===== src/hw/cc_pkg.sv =====
/* Compute cluster shared types
   Widths, instruction format, opcodes and the warp slot context */
package cc_pkg;

    // Upper bound for warp IDs carried between blocks
    localparam int unsigned WarpIdBits = 4;

    typedef logic [15:0]           pc_t;
    typedef logic [23:0]           addr_t;
    typedef logic [7:0]            tblock_idx_t;
    typedef logic [7:0]            tgroup_id_t;
    typedef logic [31:0]           word_t;
    typedef logic [23:0]           imm_t;
    typedef logic [WarpIdBits-1:0] warp_id_t;

    // Opcode in bits 31:28, immediate offset in bits 23:0
    typedef logic [31:0] inst_t;

    typedef enum logic [3:0] {
        OP_NOP   = 4'h0,
        OP_STORE = 4'h1,
        OP_EXIT  = 4'h2
    } opcode_e;

    // Allocation request, also the context held per warp slot
    typedef struct packed {
        pc_t         pc;
        addr_t       dp_addr;
        tblock_idx_t tblock_idx;
        tgroup_id_t  tgroup_id;
    } alloc_req_t;

    typedef struct packed {
        warp_id_t warp_id;
        pc_t      next_pc;
        logic     exit_flag;
    } pc_update_t;

    typedef enum logic {
        ST_IDLE,
        ST_WAIT
    } sched_state_e;

endpackage

===== src/hw/compute_cluster.sv =====
/* Compute cluster top level
   Warp table, scheduler, execute stage and completion queue */
module compute_cluster import cc_pkg::*; #(
    parameter int unsigned NumWarps = 4
) (
    input  logic       clk_i,
    input  logic       rst_i,

    output logic       warp_free_o,
    input  logic       allocate_warp_i,
    input  alloc_req_t allocate_req_i,

    input  logic       tblock_done_ready_i,
    output logic       tblock_done_o,
    output tgroup_id_t tblock_done_id_o,

    output logic       imem_req_o,
    output pc_t        imem_addr_o,
    input  logic       imem_rsp_valid_i,
    input  inst_t      imem_rsp_data_i,

    output logic       mem_we_o,
    output addr_t      mem_addr_o,
    output word_t      mem_wdata_o
);

    localparam int unsigned WarpIdxW = NumWarps > 1 ? $clog2(NumWarps) : 1;

    logic [NumWarps-1:0] active;
    alloc_req_t          slots [NumWarps];
    pc_t                 slot_pc [NumWarps];
    alloc_req_t          exec_slot;
    logic                fetch_start;
    warp_id_t            fetch_warp;
    logic                update_valid;
    pc_update_t          update;
    logic                done_push;
    tgroup_id_t          done_id;

    for (genvar w = 0; w < NumWarps; w++) begin : gen_slot_pc
        assign slot_pc[w] = slots[w].pc;
    end

    // Context of the warp being served, held by the scheduler until its update
    assign exec_slot = slots[fetch_warp[WarpIdxW-1:0]];

    warp_table #(
        .NumWarps( NumWarps )
    ) i_warp_table (
        .clk_i          ( clk_i           ),
        .rst_i          ( rst_i           ),
        .allocate_warp_i( allocate_warp_i ),
        .allocate_req_i ( allocate_req_i  ),
        .warp_free_o    ( warp_free_o     ),
        .active_o       ( active          ),
        .fetch_start_i  ( fetch_start     ),
        .fetch_warp_i   ( fetch_warp      ),
        .slot_o         ( slots           ),
        .update_valid_i ( update_valid    ),
        .update_i       ( update          )
    );

    warp_scheduler #(
        .NumWarps( NumWarps )
    ) i_warp_scheduler (
        .clk_i           ( clk_i            ),
        .rst_i           ( rst_i            ),
        .active_i        ( active           ),
        .slot_pc_i       ( slot_pc          ),
        .imem_req_o      ( imem_req_o       ),
        .imem_addr_o     ( imem_addr_o      ),
        .imem_rsp_valid_i( imem_rsp_valid_i ),
        .update_valid_i  ( update_valid     ),
        .fetch_start_o   ( fetch_start      ),
        .fetch_warp_o    ( fetch_warp       )
    );

    warp_exec i_warp_exec (
        .clk_i           ( clk_i            ),
        .rst_i           ( rst_i            ),
        .imem_rsp_valid_i( imem_rsp_valid_i ),
        .imem_rsp_data_i ( imem_rsp_data_i  ),
        .warp_i          ( fetch_warp       ),
        .slot_i          ( exec_slot        ),
        .update_valid_o  ( update_valid     ),
        .update_o        ( update           ),
        .mem_we_o        ( mem_we_o         ),
        .mem_addr_o      ( mem_addr_o       ),
        .mem_wdata_o     ( mem_wdata_o      ),
        .done_push_o     ( done_push        ),
        .done_id_o       ( done_id          )
    );

    tblock_done_fifo #(
        .NumWarps( NumWarps )
    ) i_tblock_done_fifo (
        .clk_i              ( clk_i               ),
        .rst_i              ( rst_i               ),
        .push_i             ( done_push           ),
        .push_id_i          ( done_id             ),
        .tblock_done_o      ( tblock_done_o       ),
        .tblock_done_id_o   ( tblock_done_id_o    ),
        .tblock_done_ready_i( tblock_done_ready_i )
    );

endmodule


===== src/hw/tblock_done_fifo.sv =====
/* Completion queue
   Circular buffer of finished group IDs behind a valid/ready port */
module tblock_done_fifo import cc_pkg::*; #(
    parameter int unsigned NumWarps = 4
) (
    input  logic       clk_i,
    input  logic       rst_i,

    input  logic       push_i,
    input  tgroup_id_t push_id_i,

    output logic       tblock_done_o,
    output tgroup_id_t tblock_done_id_o,
    input  logic       tblock_done_ready_i
);

    localparam int unsigned PtrW = NumWarps > 1 ? $clog2(NumWarps) : 1;
    localparam int unsigned CntW = $clog2(NumWarps + 1);

    tgroup_id_t      mem_q [NumWarps];
    logic [PtrW-1:0] rd_ptr_q;
    logic [PtrW-1:0] wr_ptr_q;
    logic [CntW-1:0] count_q;
    logic            pop;

    function automatic logic [PtrW-1:0] next_ptr(input logic [PtrW-1:0] ptr);
        if (ptr == PtrW'(NumWarps - 1)) begin
            return '0;
        end
        return ptr + PtrW'(1);
    endfunction

    assign tblock_done_o    = count_q != '0;
    assign tblock_done_id_o = mem_q[rd_ptr_q];
    assign pop              = tblock_done_o && tblock_done_ready_i;

    // Depth matches the warp count, so a push never finds the queue full
    always_ff @(posedge clk_i) begin
        if (rst_i) begin
            rd_ptr_q <= '0;
            wr_ptr_q <= '0;
            count_q  <= '0;
        end else begin
            if (push_i) begin
                wr_ptr_q <= next_ptr(wr_ptr_q);
            end
            if (pop) begin
                rd_ptr_q <= next_ptr(rd_ptr_q);
            end
            case ({push_i, pop})
                2'b10:   count_q <= count_q + CntW'(1);
                2'b01:   count_q <= count_q - CntW'(1);
                default: count_q <= count_q;
            endcase
        end
    end

    always_ff @(posedge clk_i) begin
        if (push_i) begin
            mem_q[wr_ptr_q] <= push_id_i;
        end
    end

endmodule


===== src/hw/warp_exec.sv =====
/* Warp execute stage
   Registers a fetched instruction, decodes it and issues the PC update,
   the data store and the block exit */
module warp_exec import cc_pkg::*; (
    input  logic       clk_i,
    input  logic       rst_i,

    input  logic       imem_rsp_valid_i,
    input  inst_t      imem_rsp_data_i,
    input  warp_id_t   warp_i,
    input  alloc_req_t slot_i,

    output logic       update_valid_o,
    output pc_update_t update_o,

    output logic       mem_we_o,
    output addr_t      mem_addr_o,
    output word_t      mem_wdata_o,

    output logic       done_push_o,
    output tgroup_id_t done_id_o
);

    logic     valid_q;
    inst_t    inst_q;
    warp_id_t warp_q;
    opcode_e  opcode;
    imm_t     imm;
    logic     is_store;
    logic     is_exit;

    always_ff @(posedge clk_i) begin
        if (rst_i) begin
            valid_q <= 1'b0;
        end else begin
            valid_q <= imem_rsp_valid_i;
        end
    end

    always_ff @(posedge clk_i) begin
        if (imem_rsp_valid_i) begin
            inst_q <= imem_rsp_data_i;
            warp_q <= warp_i;
        end
    end

    assign opcode = opcode_e'(inst_q[31:28]);
    assign imm    = inst_q[23:0];

    always_comb begin
        is_store = 1'b0;
        is_exit  = 1'b0;
        case (opcode)
            OP_STORE: is_store = 1'b1;
            OP_EXIT:  is_exit  = 1'b1;
            // OP_NOP and unknown codes only step the PC
            default: ;
        endcase
    end

    assign update_valid_o     = valid_q;
    assign update_o.warp_id   = warp_q;
    assign update_o.next_pc   = slot_i.pc + pc_t'(1);
    assign update_o.exit_flag = is_exit;

    assign mem_we_o    = valid_q && is_store;
    assign mem_addr_o  = slot_i.dp_addr + imm;
    // Group ID in 15:8, block index in 7:0
    assign mem_wdata_o = {16'h0000, slot_i.tgroup_id, slot_i.tblock_idx};

    assign done_push_o = valid_q && is_exit;
    assign done_id_o   = slot_i.tgroup_id;

endmodule


===== src/hw/warp_scheduler.sv =====
/* Warp scheduler
   Round-robin selection of ready warps, one instruction fetch in flight */
module warp_scheduler import cc_pkg::*; #(
    parameter int unsigned NumWarps = 4
) (
    input  logic                clk_i,
    input  logic                rst_i,

    input  logic [NumWarps-1:0] active_i,
    input  pc_t                 slot_pc_i [NumWarps],

    output logic                imem_req_o,
    output pc_t                 imem_addr_o,
    input  logic                imem_rsp_valid_i,

    input  logic                update_valid_i,

    output logic                fetch_start_o,
    output warp_id_t            fetch_warp_o
);

    localparam int unsigned WarpIdxW = NumWarps > 1 ? $clog2(NumWarps) : 1;

    sched_state_e        state_q;
    sched_state_e        state_d;
    logic [WarpIdxW-1:0] last_q;
    logic [WarpIdxW-1:0] pick;
    logic [WarpIdxW-1:0] cand;
    logic                found;
    logic                rsp_pending_q;

    // Search starts right after the last served warp
    always_comb begin
        pick  = last_q;
        found = 1'b0;
        cand  = '0;
        for (int unsigned i = 1; i <= NumWarps; i++) begin
            cand = WarpIdxW'((last_q + i) % NumWarps);
            if (!found && active_i[cand]) begin
                pick  = cand;
                found = 1'b1;
            end
        end
    end

    assign fetch_start_o = (state_q == ST_IDLE) && found;
    assign imem_req_o    = fetch_start_o;
    assign imem_addr_o   = slot_pc_i[pick];
    // last_q doubles as the warp currently being served
    assign fetch_warp_o  = warp_id_t'((state_q == ST_IDLE) ? pick : last_q);

    always_comb begin
        state_d = state_q;
        case (state_q)
            ST_IDLE: begin
                if (fetch_start_o) begin
                    state_d = ST_WAIT;
                end
            end
            ST_WAIT: begin
                // Back to idle once the fetched instruction has executed
                if (update_valid_i && !rsp_pending_q) begin
                    state_d = ST_IDLE;
                end
            end
            default: state_d = ST_IDLE;
        endcase
    end

    always_ff @(posedge clk_i) begin
        if (rst_i) begin
            state_q       <= ST_IDLE;
            last_q        <= WarpIdxW'(NumWarps - 1);
            rsp_pending_q <= 1'b0;
        end else begin
            state_q <= state_d;
            if (fetch_start_o) begin
                last_q        <= pick;
                rsp_pending_q <= 1'b1;
            end else if (imem_rsp_valid_i) begin
                rsp_pending_q <= 1'b0;
            end
        end
    end

endmodule


===== src/hw/warp_table.sv =====
/* Warp table
   Holds one thread block context per warp slot, allocates free slots
   and applies PC updates and exits */
module warp_table import cc_pkg::*; #(
    parameter int unsigned NumWarps = 4
) (
    input  logic                clk_i,
    input  logic                rst_i,

    input  logic                allocate_warp_i,
    input  alloc_req_t          allocate_req_i,
    output logic                warp_free_o,

    output logic [NumWarps-1:0] active_o,

    input  logic                fetch_start_i,
    input  warp_id_t            fetch_warp_i,
    output alloc_req_t          slot_o [NumWarps],

    input  logic                update_valid_i,
    input  pc_update_t          update_i
);

    localparam int unsigned WarpIdxW = NumWarps > 1 ? $clog2(NumWarps) : 1;

    logic [NumWarps-1:0] active_q;
    logic [NumWarps-1:0] busy_q;
    alloc_req_t          slot_q [NumWarps];
    logic [WarpIdxW-1:0] free_idx;
    logic [WarpIdxW-1:0] fetch_idx;
    logic [WarpIdxW-1:0] update_idx;
    logic                alloc_accept;

    assign fetch_idx    = fetch_warp_i[WarpIdxW-1:0];
    assign update_idx   = update_i.warp_id[WarpIdxW-1:0];
    assign warp_free_o  = ~&active_q;
    assign alloc_accept = allocate_warp_i && warp_free_o;

    // Lowest free slot wins
    always_comb begin
        free_idx = '0;
        for (int i = NumWarps - 1; i >= 0; i--) begin
            if (!active_q[i]) begin
                free_idx = WarpIdxW'(i);
            end
        end
    end

    always_ff @(posedge clk_i) begin
        if (rst_i) begin
            active_q <= '0;
            busy_q   <= '0;
        end else begin
            if (alloc_accept) begin
                active_q[free_idx] <= 1'b1;
                busy_q[free_idx]   <= 1'b0;
            end
            if (fetch_start_i) begin
                busy_q[fetch_idx] <= 1'b1;
            end
            if (update_valid_i) begin
                busy_q[update_idx] <= 1'b0;
                if (update_i.exit_flag) begin
                    active_q[update_idx] <= 1'b0;
                end
            end
        end
    end

    always_ff @(posedge clk_i) begin
        if (alloc_accept) begin
            slot_q[free_idx] <= allocate_req_i;
        end
        if (update_valid_i && !update_i.exit_flag) begin
            slot_q[update_idx].pc <= update_i.next_pc;
        end
    end

    // Only warps without a fetch in flight are offered to the scheduler
    assign active_o = active_q & ~busy_q;
    assign slot_o   = slot_q;

endmodule


===== config.mk =====
export PLATFORM = sky130hd
export DESIGN_NAME = compute_cluster
export DESIGN_NICKNAME = d
export VERILOG_FILES = /design/src/hw/cc_pkg.sv /design/src/hw/compute_cluster.sv /design/src/hw/tblock_done_fifo.sv /design/src/hw/warp_exec.sv /design/src/hw/warp_scheduler.sv /design/src/hw/warp_table.sv
export SDC_FILE = /design/constraint.sdc
export NUM_CORES = 1
export LEC_CHECK = 0
export ABC_AREA = 0
export BUFFER_PORTS_ARGS = -buffer_cell sky130_fd_sc_hd__buf_2
export CAP_MARGIN = 10
export CORE_MARGIN = 5
export CORE_UTILIZATION = 38
export DETAILED_ROUTE_END_ITERATION = 16
export MAX_ROUTING_LAYER = met4
export SYNTH_ARGS = -nofsm -noshare
export SYNTH_HDL_FRONTEND = slang
export SYNTH_SLANG_ARGS = --single-unit

===== constraint.sdc =====
create_clock -name clk_i -period 7.3 [get_ports clk_i]
set_input_delay 0.365 -clock clk_i [delete_from_list [all_inputs] [get_ports clk_i]]
set_output_delay 0.365 -clock clk_i [all_outputs]
set_load 0.02 [all_outputs]

=== Word-level counts from Yosys, hierarchy flattened ===
Memories as Yosys holds them, arrays and structs flattened. A register that Yosys moved wholly into a read port is not among the register bits.
Index checks and enable logic that the tools add are counted.

* Reductions and logical operators: 25
* Bitwise logic cells: 14
* Magnitude comparators: 16
* Equality and inequality tests: 6
* $add $sub $neg: 10
* Muxes and demuxes: 72

{| class="wikitable"
|+ Operator list
! kind !! number
|-
| 224-bit bitwise mux || 2
|-
| 224-bit 2-to-1 mux || 2
|-
| 56-bit demux with 2-bit select || 2
|-
| 56-bit 2-to-1 mux || 4
|-
| 56-bit binary-select mux with 2-bit select || 1
|-
| 4-bit 2-to-1 mux || 9
|-
| 16-bit binary-select mux with 2-bit select || 1
|-
| 16-bit 2-to-1 mux || 2
|-
| 2-bit 2-to-1 mux || 15
|-
| 1-bit 2-to-1 mux || 25
|-
| 24-bit adder || 1
|-
| 2-bit by 3-bit less-than comparator with 1-bit output, second input constant || 7
|-
| 16-bit by 1-bit adder with 16-bit output, second input constant || 1
|-
| 4-bit AND || 4
|-
| 1-bit logical AND || 15
|-
| 3-bit >= comparator, second input constant || 4
|-
| 2-bit inverter with 3-bit output || 4
|-
| 4-bit inverter || 3
|-
| 2-bit by 1-bit adder with 2-bit output, second input constant || 4
|-
| 1-bit binary-select mux with 2-bit select || 4
|-
| 4-bit bitwise OR || 2
|-
| 1-bit demux with 2-bit select || 3
|-
| 2-bit == test, second input constant || 3
|-
| 2-bit by 1-bit >= comparator with 1-bit output, second input constant || 3
|-
| 14 further kinds || 22
|}

* Word-level logic and storage cells: 171
* Memory bits (writable): 32
* Output and inout bits: 84
* Bits in registers: 278
* Memories kept: 1

{| class="wikitable"
|+ Memory list
! memory !! depth !! width !! rd ports !! clocked after memory_dff !! write ports !! RTL line !! text
|-
| i_tblock_done_fifo.mem_q || 4 || 8 || 1 || 1 || 1 || tblock_done_fifo.sv:20 || <nowiki>tgroup_id_t mem_q [NumWarps];</nowiki>
|}

=== Logic depth before layout (Yosys ltp) ===
Gate-level depths: netlist of run 1.

* Depth after elaboration: 24
* Mapped depth: 23
* Mapped depth without buffers: 18

=== By module ===
A second synthesis of run 1 with hierarchy kept.

* Cells, all modules: 1,021
* Area, all modules: 14,610.3 µm²

{| class="wikitable"
|+ By module, submodules not included
! module !! cells an instance !! instances !! area each (µm²)
|-
| warp_table || 515 || 1 || 8,000.2
|-
| warp_exec || 296 || 1 || 2,867.8
|-
| tblock_done_fifo || 90 || 1 || 1,627.8
|-
| compute_cluster || 68 || 1 || 1,388.8
|-
| warp_scheduler || 52 || 1 || 725.7
|}

=== Worst setup path before layout of run 1 ===
Ideal clock, no wire load.

* Path type: flip-flop to output port
* Start point: register i_warp_scheduler.last_q[1]
* End point: output port mem_addr_o[22]
* Stages on the path, launching flop included: 24
* Required time: 6.935 ns
* Setup slack: 1.845 ns
* Data arrival time: 5.090 ns
* Cell sequence: dfxtp_1 -> buf_4 -> nand3b_1 -> nor2_1 -> o32ai_4 -> inv_4 -> buf_6 -> buf_2 -> buf_2 -> buf_1 -> nand2_1 -> and3_1 -> a31oi_1 -> ha_1 -> inv_1 -> fa_1 -> nor2b_1 -> o21ai_0 -> a21o_1 -> a2111oi_0 -> o311ai_0 -> a31oi_1 -> nor2_1 -> o311ai_0

* Word-level cells in the longest chain between the ends: 19
* Elaborated cells between the ends (all ways): 31

{| class="wikitable"
|+ Ends and longest elaborated chain
! item !! RTL line !! text
|-
| start, declared || warp_scheduler.sv:26 || <nowiki>logic [WarpIdxW-1:0] last_q;</nowiki>
|-
| start signal, assigned || warp_scheduler.sv:73 || <nowiki>last_q <= WarpIdxW'(NumWarps - 1);</nowiki>
|-
| start signal, assigned || warp_scheduler.sv:78 || <nowiki>last_q <= pick;</nowiki>
|-
| 2-bit by 1-bit adder with 2-bit output || warp_scheduler.sv:38 || <nowiki>cand = WarpIdxW'((last_q + i) % NumWarps);</nowiki>
|-
| 1-bit binary-select mux with 2-bit select || warp_scheduler.sv:39 || <nowiki>if (!found && active_i[cand]) begin</nowiki>
|-
| 1-bit 2-to-1 mux (not written as such) || warp_scheduler.sv:39 ||
|-
| 1-bit 2-to-1 mux || warp_scheduler.sv:39 ||
|-
| 1-bit logical NOT || warp_scheduler.sv:39 ||
|-
| 1-bit logical AND || warp_scheduler.sv:39 ||
|-
| 1-bit 2-to-1 mux || warp_scheduler.sv:39 ||
|-
| 1-bit logical NOT || warp_scheduler.sv:39 ||
|-
| [2 not listed] || -- ||
|-
| 1-bit logical NOT || warp_scheduler.sv:39 ||
|-
| 1-bit logical AND || warp_scheduler.sv:39 ||
|-
| 2-bit 2-to-1 mux || warp_scheduler.sv:39 ||
|-
| 2-bit 2-to-1 mux (*) || warp_scheduler.sv:50 || <nowiki>assign fetch_warp_o = warp_id_t'((state_q == ST_IDLE) ? pick : last_q);</nowiki>
|-
| 2-bit inverter with 3-bit output (not written as such) (*) || compute_cluster.sv:45 || <nowiki>assign exec_slot = slots[fetch_warp[WarpIdxW-1:0]];</nowiki>
|-
| 56-bit binary-select mux with 2-bit select (*) || compute_cluster.sv:45 ||
|-
| 56-bit 2-to-1 mux (not written as such) (*) (2 in series) || compute_cluster.sv:45 ||
|-
| 24-bit adder (*) || warp_exec.sv:67 || <nowiki>assign mem_addr_o = slot_i.dp_addr + imm;</nowiki>
|-
| end, declared || compute_cluster.sv:23 || <nowiki>output addr_t mem_addr_o,</nowiki>
|}

Every way passes the cells marked *; elsewhere a longest branch is shown, timed or not. The select of a mux whose other input is x is not followed.

=== Final worst setup path of run 1 ===
* Start point: register i_warp_table.active_q[1]
* End point: output port mem_addr_o[22]

* Word-level cells in the longest chain between the ends: 19
* Elaborated cells between the ends (all ways): 28

{| class="wikitable"
|+ Ends and longest elaborated chain
! item !! RTL line !! text
|-
| start, declared || warp_table.sv:26 || <nowiki>logic [NumWarps-1:0] active_q;</nowiki>
|-
| start signal, assigned || warp_table.sv:51 || <nowiki>active_q <= '0;</nowiki>
|-
| start signal, assigned by index || warp_table.sv:55 || <nowiki>active_q[free_idx] <= 1'b1;</nowiki>
|-
| start signal, assigned by index || warp_table.sv:64 || <nowiki>active_q[update_idx] <= 1'b0;</nowiki>
|-
| 4-bit AND (*) || warp_table.sv:80 || <nowiki>assign active_o = active_q & ~busy_q;</nowiki>
|-
| 1-bit binary-select mux with 2-bit select || warp_scheduler.sv:39 ||
|-
| 1-bit 2-to-1 mux (not written as such) || warp_scheduler.sv:39 ||
|-
| 1-bit 2-to-1 mux || warp_scheduler.sv:39 ||
|-
| 1-bit logical NOT || warp_scheduler.sv:39 ||
|-
| 1-bit logical AND || warp_scheduler.sv:39 ||
|-
| 1-bit 2-to-1 mux || warp_scheduler.sv:39 ||
|-
| 1-bit logical NOT || warp_scheduler.sv:39 ||
|-
| [2 not listed] || -- ||
|-
| 1-bit logical NOT || warp_scheduler.sv:39 ||
|-
| 1-bit logical AND || warp_scheduler.sv:39 ||
|-
| 2-bit 2-to-1 mux (*) || warp_scheduler.sv:39 ||
|-
| 2-bit 2-to-1 mux (*) || warp_scheduler.sv:50 ||
|-
| 2-bit inverter with 3-bit output (not written as such) (*) || compute_cluster.sv:45 ||
|-
| 56-bit binary-select mux with 2-bit select (*) || compute_cluster.sv:45 ||
|-
| 56-bit 2-to-1 mux (not written as such) (*) (2 in series) || compute_cluster.sv:45 ||
|-
| 24-bit adder (*) || warp_exec.sv:67 ||
|}

Marks and branches as above.

==> impl_metrics.py, run 1 <==
metrics = {
    "status": {
        "status": "completed",
    },
    "timing": {
        "max_freq_ghz": 0.1585,
        "period_needed_ns": 6.308,
        "grt_setup_unrepaired": "false",
        "finalMaxSlewViolations": 0,
        "finalHoldViolCount": 0,
        "setup_tns_ns": 0,
        "fin_worst_skew_ns": 0.01244,
        "worst_slack_ns": 0.9918,
        "slew_headroom_pct": 27.22,
        "fin_crit_sh_pct": 86.41,
        "holdWs_ns": 0.02674,
        "setup_violations": 0,
        "worst_pin_slew_ns": 1.089,
    },
    "synthesis": {
        "synth_edf_count": 222,
        "netlist.area_leader.share_pct": 44.86,
        "yosysUniqueCellTypes": 73,
        "synth.yosys.seq_area_share_pct": 56.45,
        "syn_area_um2": 14860,
        "synthXorXnorAreaFrac_pct": 1.768,
        "yosysWarningCount": 0,
        "yosys.area_share.simple_pct": 15.68,
        "ys_seq_elements": 308,
        "synth_fa_ha_area_share_pct": 2.880,
        "synth_compound_area_share_pct": 11.92,
        "yosysTopAreaCell": "edfxtp_1",
        "synth.area.top_cells": "edfxtp_1 45%, dfxtp_1 12%, nand2_1 6.2%, mux2i_1 4.0%, a211oi_1 2.8%",
        "synth_top_family_by_area": "simple AND/OR/NAND/NOR gates",
        "synthCells": 1338,
        "syn_area_per_cell_um2": 11.11,
        "synthMuxAreaShare_pct": 7.493,
        "synthArstFlopShare_pct": 0,
        "ys.flop_type": "edfxtp_1",
    },
    "pwr": {
        "ir_worst_vdd_mv": 0.1578,
        "p_leak_nw": 6.639,
        "power.share.clock_pct": 27.2,
        "power_switching_w": 0.002307,
        "power_density_nw_per_um2": 360.6,
        "p_comb_share_pct": 36.8,
        "swShare_pct": 36.82,
        "internal_power_w": 0.003958,
        "power_frac_seq_pct": 36.0,
    },
    "floorplan": {
        "ioPinCount": 177,
        "die_w_um": 207.8,
        "core_um2": 38650,
        "fp-row-count": 72,
        "initial_core_util_pct": 38.45,
        "die-area_um2": 43160,
        "die_y_um": 207.8,
    },
    "clock_network": {
        "post_cts_buffers": 0,
        "clock_latency_ns": 0.53,
        "ctsLongestPathBuffers": 3,
        "htree_levels": 2,
        "ctsResizeCount": 0,
        "numCtsBuffers": 36,
        "cts-root-buf": "clkbuf_16",
        "clk_pin_slew_ns": 0.06,
        "cts_tree": "built",
        "clock-sinks": 308,
        "holdBufCountCts": 19,
    },
    "grt": {
        "grt_pass1_vias": 10470,
        "antenna_found_initial": 8,
        "grt_max_degree": 72,
        "grt.total_usage_pct": 17.33,
        "grt_remaining_overflow": 0,
        "grt_pass1_wl_mm": 58.85,
    },
    "worst_setup_path": {
        "cp_max_fo": 57,
        "critPathLaunchType": "flop",
        "cpMaxStageDelayCell": "buf_4",
        "crit_path_cell_trace": "nor3b_2 -> nor2_1 -> o32ai_4 -> buf_4 -> nand2_1 -> and3_1 -> a31oi_1 -> ha_1 -> inv_1 -> fa_1 -> nor2b_1 -> o21ai_0 -> a21o_1 -> a2111oi_0 -> o311ai_0 -> a31oi_1 -> nor2_1 -> o311ai_0 -> buf_2",
        "cp.arrival_ns": 5.94,
        "cp.required_ns": 6.93,
        "worstSetupPathType": "reg -> out",
        "path_buf_inv": 3,
        "cpLargestDelayFamily": "compound AO/OA/AOI/OAI gates",
        "slowest_delay_ns": 0.59,
        "critical_path.endpoint_type": "output port",
    },
    "layout": {
        "finalNetCount": 1615,
        "area_growth_pct": 16.92,
        "nFillCells": 3607,
        "drive_above_1_share_pct": 18.87,
        "final_util_pct": 44.96,
    },
    "detailed_routing": {
        "drc_errors": 0,
        "vias": 10740,
        "wirelength_mm": 37.69,
        "drtPass1Iterations": 4,
        "wire_per_inst_um": 18.46,
        "vias_per_cell": 5.257,
        "antenna_left": 0,
        "drtIter0Drc": 728,
    },
    "placement": {
        "dpl_worst_slack_ns": 1.550,
        "io_buffers": 156,
        "gp_congestion": 0.8160,
        "hpwl_mm": 23.93,
    },
    "hold_path": {
        "holdCritPathClass": "in -> reg",
    },
    "run": {
        "cap_viol_max_count": 0,
    },
}
[power by group through the flow]
| stage | sequential (W) | combinational, W | clock [W] |
|---|---|---|---|
| after global routing | 0.00228 | 0.00253 | 0.00182 |
| after global placement | 0.00228 | 0.00228 | 0 |
| after CTS | 0.00225 | 0.00233 | 0.00175 |
| final | 0.00225 | 0.00231 | 0.00170 |
| after floorplan | 0.00224 | 0.00171 | 0 |
| after detailed placement | 0.00228 | 0.00231 | 0 |
[Yosys cell counts (8+ instances only)]
library cell / count
mux2i_1: 59
xor2_1: 13
nor3_1: 18
nor2b_1: 26
a211oi_1: 56
nor4_1: 10
buf_2: 10
mux4_2: 10
inv_1: 24
ha_1: 31
nor2_1: 49
nand2b_1: 10
clkbuf_1: 52
xnor2_1: 17
a21oi_1: 74
and3_1: 52
buf_4: 17
nand2_1: 245
o21ai_0: 23
buf_1: 9
edfxtp_1: 222
dfxtp_1: 86
a21o_1: 12
and2_1: 31
nand3_1: 8
mux2_2: 20
a31oi_1: 60
[cell families after synthesis]
group	count (synthesis)
simple gates	483
flops	308
compound gates	271
buf+inv	119
mux	93
fa+ha+maj	33
xor+xnor	30
other cells	1
[stage by stage]
stage	instances	total power, W	instance area (µm²)
6_report	2042	0.006266	17380
5_1_grt	2042	0.006637	17380
4_1_cts	2034	0.006339	17360
3_5_place_dp	1950	0.004598	16050
3_3_place_gp	1950	0.004565	16050
2_1_floorplan	1353	0.003943	14920
[metal layers]
layer	share of wire [%]	global-route usage, %	vias up	wire length (µm)
met5	0	-	-	0
met2	47	27.25	289	17610
li1	-	-	5213	-
met1	45	23.19	5172	17000
met4	2.3	5.074	0	871
met3	5.9	3.128	61	2208
[area by class of cell]
cell class | instances | area [µm²] | share of cell area [%]
Timing Repair Buffer | 190 | 1084 | 6.236
Clock buffer | 41 | 929.6 | 5.350
Clock inverter | 24 | 187.7 | 1.080
Antenna cell | 8 | 20.02 | 0.1152
Multi-Input combinational cell | 926 | 6007 | 34.57
Sequential cell | 308 | 8388 | 48.28
Tap cell | 518 | 648.1 | 3.730
Inverter | 27 | 111.4 | 0.6409
[cell usage in the layout, fill, tap and decap left out, types with 26 or more instances in the layout]
cell type and instances:
nor2b_1 26, dfxtp_1 86, edfxtp_1 222, nor2_1 48, a31oi_1 60, buf_2 156
and3_1 52, nand2_1 245, ha_1 31, a211oi_1 56, a21oi_1 74, and2_1 31
mux2i_1 59, clkbuf_16 36
[worst paths after layout]
path,start,end,slack [ns],depth (start not counted)
worst max register to register,i_warp_table.active_q[1]$_SDFF_PP0_,i_warp_table.slot_o[54]$_DFF_P_,2.68,12
worst max-delay path,i_warp_table.active_q[1]$_SDFF_PP0_,mem_addr_o[22],0.99,19
worst min-delay path,imem_rsp_data_i[4],i_warp_exec.inst_q[4]$_DFFE_PP_,0.03,1
worst min register to register,i_tblock_done_fifo.rd_ptr_q[1]$_SDFFE_PP0P_,i_tblock_done_fifo.rd_ptr_q[1]$_SDFFE_PP0P_,0.48,2
Power figures use the tool's default switching activity.
==> run 2, diff against run 1 <==
--- a/config.mk
+++ b/config.mk
@@ -6,11 +6,11 @@
 export NUM_CORES = 1
 export LEC_CHECK = 0
 export ABC_AREA = 0
-export BUFFER_PORTS_ARGS = -buffer_cell sky130_fd_sc_hd__buf_2
 export CAP_MARGIN = 10
 export CORE_MARGIN = 5
 export CORE_UTILIZATION = 38
 export DETAILED_ROUTE_END_ITERATION = 16
+export DONT_BUFFER_PORTS = 1
 export MAX_ROUTING_LAYER = met4
 export SYNTH_ARGS = -nofsm -noshare
 export SYNTH_HDL_FRONTEND = slang
==> impl_metrics.py, run 2 (synthesis gave the netlist of run 1 again) <==
metrics = {
    "floorplan": {
        "fp-row-count": 72,
        "die-area_um2": 43160,
        "core_um2": 38650,
        "die_w_um": 207.8,
        "initial_core_util_pct": 38.45,
        "ioPinCount": 177,
        "die_y_um": 207.8,
    },
    "detailed_routing": {
        "wire_per_inst_um": 19.84,
        "wl_met2_mm": 18.67,
        "met3WireLength_mm": 2.322,
        "dr.max_layer_used": "met4",
        "drc_errors": 0,
        "drtPass1Iterations": 5,
        "vias": 10550,
        "wirelength_mm": 38.71,
        "m1WireLength_mm": 16.92,
        "drtIter0Drc": 712,
        "antenna_left": 0,
        "vias_per_cell": 5.405,
    },
    "pwr": {
        "ir_worst_vdd_mv": 0.2014,
        "power_switching_w": 0.002314,
        "p_leak_nw": 6.357,
        "internal_power_w": 0.003909,
        "power.share.clock_pct": 28.5,
        "p_comb_share_pct": 35.2,
        "fin_total_pwr_w": 0.006223,
        "power_density_nw_per_um2": 358.8,
        "power_frac_seq_pct": 36.3,
        "swShare_pct": 37.19,
    },
    "grt": {
        "grt_max_degree": 102,
        "grt_pass1_wl_mm": 59.77,
        "grt_pass1_vias": 10210,
        "antenna_found_initial": 3,
        "grt_remaining_overflow": 0,
        "grt.total_usage_pct": 17.79,
    },
    "worst_setup_path": {
        "cp_max_fo": 101,
        "crit_path_cell_trace": "nor3b_2 -> nor2_1 -> o32ai_4 -> buf_12 -> nand2_1 -> and3_1 -> a31oi_1 -> ha_1 -> inv_1 -> fa_1 -> nor2b_1 -> o21ai_0 -> a21o_1 -> a2111oi_0 -> o311ai_0 -> a31oi_1 -> o221ai_1 -> xnor2_1",
        "cp.arrival_ns": 6.04,
        "critical_path.endpoint_type": "output port",
        "cpLargestDelayFamily": "compound AO/OA/AOI/OAI gates",
        "worstSetupPathType": "reg -> out",
        "r2r_cells": 12,
        "path_buf_inv": 2,
        "worstSetupPathDepth": 18,
        "slowest_delay_ns": 0.59,
        "cpMaxStageDelayCell": "a2111oi_0",
        "critPathLaunchType": "flop",
        "cp_common_cell": "a31oi_1",
        "cp.required_ns": 6.93,
    },
    "timing": {
        "grt_setup_unrepaired": "false",
        "finalMaxSlewViolations": 0,
        "setup_tns_ns": 0,
        "period_needed_ns": 6.406,
        "fin_worst_skew_ns": 0.01639,
        "fin_crit_sh_pct": 87.75,
        "slew_headroom_pct": 21.37,
        "worst_pin_slew_ns": 1.179,
        "setup_violations": 0,
        "max_freq_ghz": 0.1561,
        "finalHoldViolCount": 0,
    },
    "layout": {
        "final_common_cell": "nand2_1",
        "fin_cells": 1951,
        "area_growth_pct": 16.70,
        "drive_above_1_share_pct": 9.161,
        "final_util_pct": 44.88,
        "multiInputGateArea_um2": 6008,
        "final_cell_mix": "245 x nand2_1, 222 x edfxtp_1, 86 x dfxtp_1",
        "finalNetCount": 1530,
        "nFillCells": 3497,
        "ff_latch_area_um2": 8388,
    },
    "placement": {
        "hpwl_mm": 24.06,
        "place_inst": 1798,
        "io_buffers": 0,
        "gp_congestion": 0.8212,
    },
    "hold_path": {
        "whs_path_depth": 2,
        "holdCritPathClass": "in -> reg",
    },
    "clock_network": {
        "htree_levels": 2,
        "numCtsBuffers": 36,
        "cts_tree": "built",
        "cts-root-buf": "clkbuf_16",
        "holdBufCountCts": 86,
        "clock-sinks": 308,
        "ctsResizeCount": 0,
        "clk_pin_slew_ns": 0.06,
        "clock_latency_ns": 0.56,
        "post_cts_buffers": 0,
        "ctsLongestPathBuffers": 3,
    },
    "run": {
        "cap_viol_max_count": 0,
    },
    "status": {
        "status": "completed",
    },
}
## run 2: changes by cell type in the layout (fill, tap and decap cells not counted), sizes merged
cell,previous run,this run
buf,171,20
clkbuf,41,45
clkinvlp,3,0
inv,28,27
clkinv,18,15
diode,8,3
dlygate4sd3,19,85
bufinv,2,4
## run 2: area by class of cell
cell class | count | area share [%]
sequential | 308 | 48.37
clock buffer | 45 | 5.389
antenna | 3 | 0.04329
inverter | 27 | 0.6421
clock inverter | 19 | 1.263
tap | 518 | 3.737
timing repair buffer | 105 | 5.916
multi-input combinational | 926 | 34.64
## run 2: through the flow
step	worst slack [ns]	hold WS [ns]	area [µm²]
floorplan	1.845	0.4519	14920
global placement	1.638	0.4381	15310
detailed placement	1.554	0.4389	15310
CTS	0.9342	0.0008825	17340
global route	0.5070	0.01602	17340
finish	0.8944	0.02530	17340
## run 2: power groups by stage
stage	Combinational, W	Sequential, W	Clock (W)
after CTS	0.00220	0.00226	0.00181
final	0.00219	0.00226	0.00178
after global placement	0.00210	0.00228	0
after global routing	0.00239	0.00229	0.00190
after floorplan	0.00171	0.00224	0
after detailed placement	0.00213	0.00229	0
## run 2: final timing paths
path,to,slack [ns],from
worst min register to register,i_tblock_done_fifo.rd_ptr_q[1]$_SDFFE_PP0P_,0.48,i_tblock_done_fifo.rd_ptr_q[1]$_SDFFE_PP0P_
worst max-delay path,mem_addr_o[20],0.89,i_warp_table.active_q[1]$_SDFF_PP0_
worst max register to register,i_warp_table.slot_o[110]$_DFF_P_,3.14,i_warp_scheduler.last_q[1]$_SDFFE_PP1P_
worst min-delay path,i_warp_table.slot_o[210]$_DFF_P_,0.03,allocate_req_i[42]
## run 2: routing by layer
metal | global-route usage [%] | vias up
met2 | 28.67 | 311
met4 | 4.757 | 0
li1 | - | 5021
met5 | - | -
met1 | 22.83 | 5155
met3 | 4.096 | 58
==> run 3, diff against run 2 <==
--- a/config.mk
+++ b/config.mk
@@ -9,6 +9,7 @@
 export CAP_MARGIN = 10
 export CORE_MARGIN = 5
 export CORE_UTILIZATION = 38
+export CTS_CLUSTER_DIAMETER = 150
 export DETAILED_ROUTE_END_ITERATION = 16
 export DONT_BUFFER_PORTS = 1
 export MAX_ROUTING_LAYER = met4
==> constraint.sdc (replaced) <==
create_clock -name clk_i -period 5.3 [get_ports clk_i]
set_input_delay 0.265 -clock clk_i [delete_from_list [all_inputs] [get_ports clk_i]]
set_output_delay 0.265 -clock clk_i [all_outputs]
set_load 0.02 [all_outputs]
==> impl_metrics.py, run 3 (synthesis gave the netlist of run 1 again) <==
metrics = {
    "detailed_routing": {
        "vias_per_cell": 5.437,
        "drtPass1Iterations": 5,
        "dr.max_layer_used": "met4",
        "antenna_left": 0,
        "wire_per_inst_um": 19.68,
        "wl_met2_mm": 18.29,
        "drc_errors": 0,
        "met3WireLength_mm": 2.168,
        "wirelength_mm": 38.87,
        "drtIter0Drc": 530,
        "m1WireLength_mm": 17.58,
        "vias": 10740,
    },
    "clock_network": {
        "ctsLongestPathBuffers": 3,
        "clock-sinks": 308,
        "htree_levels": 2,
        "cts-root-buf": "clkbuf_16",
        "numCtsBuffers": 36,
        "clock_latency_ns": 0.54,
        "cts_tree": "built",
        "clk_pin_slew_ns": 0.06,
    },
    "worst_setup_path": {
        "critical_path.endpoint_type": "output port",
        "r2r_start": "i_warp_table.busy_q[3]$_SDFF_PP0_",
        "cp.arrival_ns": 4.64,
        "worstSetupPathType": "reg -> out",
        "critPathLaunchType": "flop",
        "r2r_cells": 14,
        "cp.required_ns": 5.04,
        "reg2reg_to": "i_warp_table.slot_o[54]$_DFF_P_",
        "cp_max_fo": 44,
        "rrSetupSlack_ns": 1.25,
    },
    "floorplan": {
        "die-area_um2": 43160,
        "core_um2": 38650,
        "initial_core_util_pct": 38.45,
        "ioPinCount": 177,
        "fp-row-count": 72,
        "die_w_um": 207.8,
        "die_y_um": 207.8,
    },
    "timing": {
        "setup_violations": 0,
        "finalMaxSlewViolations": 0,
        "setup_tns_ns": 0,
        "fin_crit_sh_pct": 92.53,
        "finalHoldViolCount": 0,
        "grt_setup_unrepaired": "false",
        "holdWs_ns": 0.09831,
        "fin_worst_skew_ns": 0.01716,
        "worst_pin_slew_ns": 1.097,
        "slew_headroom_pct": 26.88,
        "period_needed_ns": 4.904,
        "max_freq_ghz": 0.2039,
    },
    "grt": {
        "grt_remaining_overflow": 0,
        "grt.total_usage_pct": 17.82,
        "antenna_found_initial": 2,
        "grt_pass1_vias": 10250,
        "grt_pass1_wl_mm": 60.03,
        "grt_max_degree": 46,
    },
    "pwr": {
        "ir_worst_vdd_mv": 0.3176,
        "power_density_nw_per_um2": 497.8,
        "p_leak_nw": 6.488,
    },
    "hold_path": {
        "whs_path_depth": 1,
        "min_to": "i_warp_exec.inst_q[29]$_DFFE_PP_",
        "holdCritPathClass": "in -> reg",
        "hp-start": "imem_rsp_valid_i",
    },
    "layout": {
        "final_common_cell": "nand2_1",
        "multiInputGateArea_um2": 6063,
        "final_cell_mix": "245 x nand2_1, 222 x edfxtp_1, 88 x dlygate4sd3_1",
        "drive_above_1_share_pct": 11.55,
        "nFillCells": 3494,
        "finalNetCount": 1554,
        "ff_latch_area_um2": 8397,
        "area_growth_pct": 18.44,
    },
    "placement": {
        "hpwl_mm": 25.09,
        "gp_congestion": 0.8261,
        "io_buffers": 0,
    },
    "status": {
        "status": "completed",
    },
    "run": {
        "cap_viol_max_count": 0,
    },
}
run 3: cell types whose count changed in the layout (fill, tap and decap cells not counted), sizes merged:
cell and delta:
buf +21, bufinv -1, clkbuf +3, clkinv -4
clkinvlp +2, diode -1, dlygate4sd3 +3, inv +1
run 3: worst max-delay path by stage:
stage,to,depth (start not counted),from
floorplan,mem_addr_o[22],23,i_warp_scheduler.last_q[1]$_SDFFE_PP1P_
global placement,mem_addr_o[22],18,i_warp_table.active_q[1]$_SDFF_PP0_
detailed placement,mem_addr_o[22],18,i_warp_table.active_q[1]$_SDFF_PP0_
CTS,mem_addr_o[20],19,i_warp_table.active_q[1]$_SDFF_PP0_
global route,mem_addr_o[22],18,i_warp_table.active_q[1]$_SDFF_PP0_
finish,mem_addr_o[21],17,i_warp_table.active_q[1]$_SDFF_PP0_
run 3: metrics by stage:
stage | total power (W) | std cells | util (%) | worst slack (ns) | area [µm²]
finish | 0.008761 | 1975 | 45.54 | 0.3958 | 17600
global route | 0.009248 | 1975 | 45.54 | 0.007097 | 17600
CTS | 0.008802 | 1970 | 45.36 | 0.1349 | 17530
detailed placement | 0.006208 | 1815 | 39.92 | 0.1976 | 15430
global placement | 0.006160 | 1815 | 39.92 | 0.2988 | 15430
floorplan | 0.005433 | 1353 | - | 0.1883 | 14920
run 3: critical path, cell delays in order (launching register included):
cell      delay [ns]
dfxtp_2         0.39
nor3b_4         0.23
nor2_1          0.10
o32ai_4         0.35
buf_4           0.48
nand2_1         0.10
and3_1          0.19
a31oi_1         0.29
ha_1            0.35
inv_1           0.13
o221ai_1        0.14
a21o_1          0.20
nand2_1         0.07
o211ai_1        0.16
a21oi_1         0.35
o21ai_0         0.18
xor2_1          0.17
buf_4           0.17
run 3: what timing repair did:
item                                   in CTS  in global routing
setup endpoints to repair                   4                  8
setup buffers                               1                  3
pin swaps                                   2                  2
cloned                                      0                  0
gates resized for setup                     6                 10
hold buffers                               89                  0
endpoints found under the hold margin     304                  0
run 3: power by group:
part | total (W) | internal, W | leakage, nW | switching, W
logic | 0.00319 | 0.00117 | 3.15 | 0.00202
registers | 0.00311 | 0.00289 | 2.77 | 0.000215
clock network | 0.00247 | 0.00148 | 0.572 | 0.000990
run 3: metal layers:
layer	vias up	GRT usage, %
li1	5090	-
met2	298	28.03
met5	-	-
met4	0	5.164
met3	58	3.506
met1	5293	23.67
run 3: cell type report:
class                   instances  share of cell area, %
repair buffers                129                  6.824
multi-input cells             926                  34.45
flip-flops and latches        308                  47.71
inverters                      27                 0.6327
clock buffers                  48                  5.673
diodes                          2                0.02844
well taps                     518                  3.682
clock inverters                17                  1.002
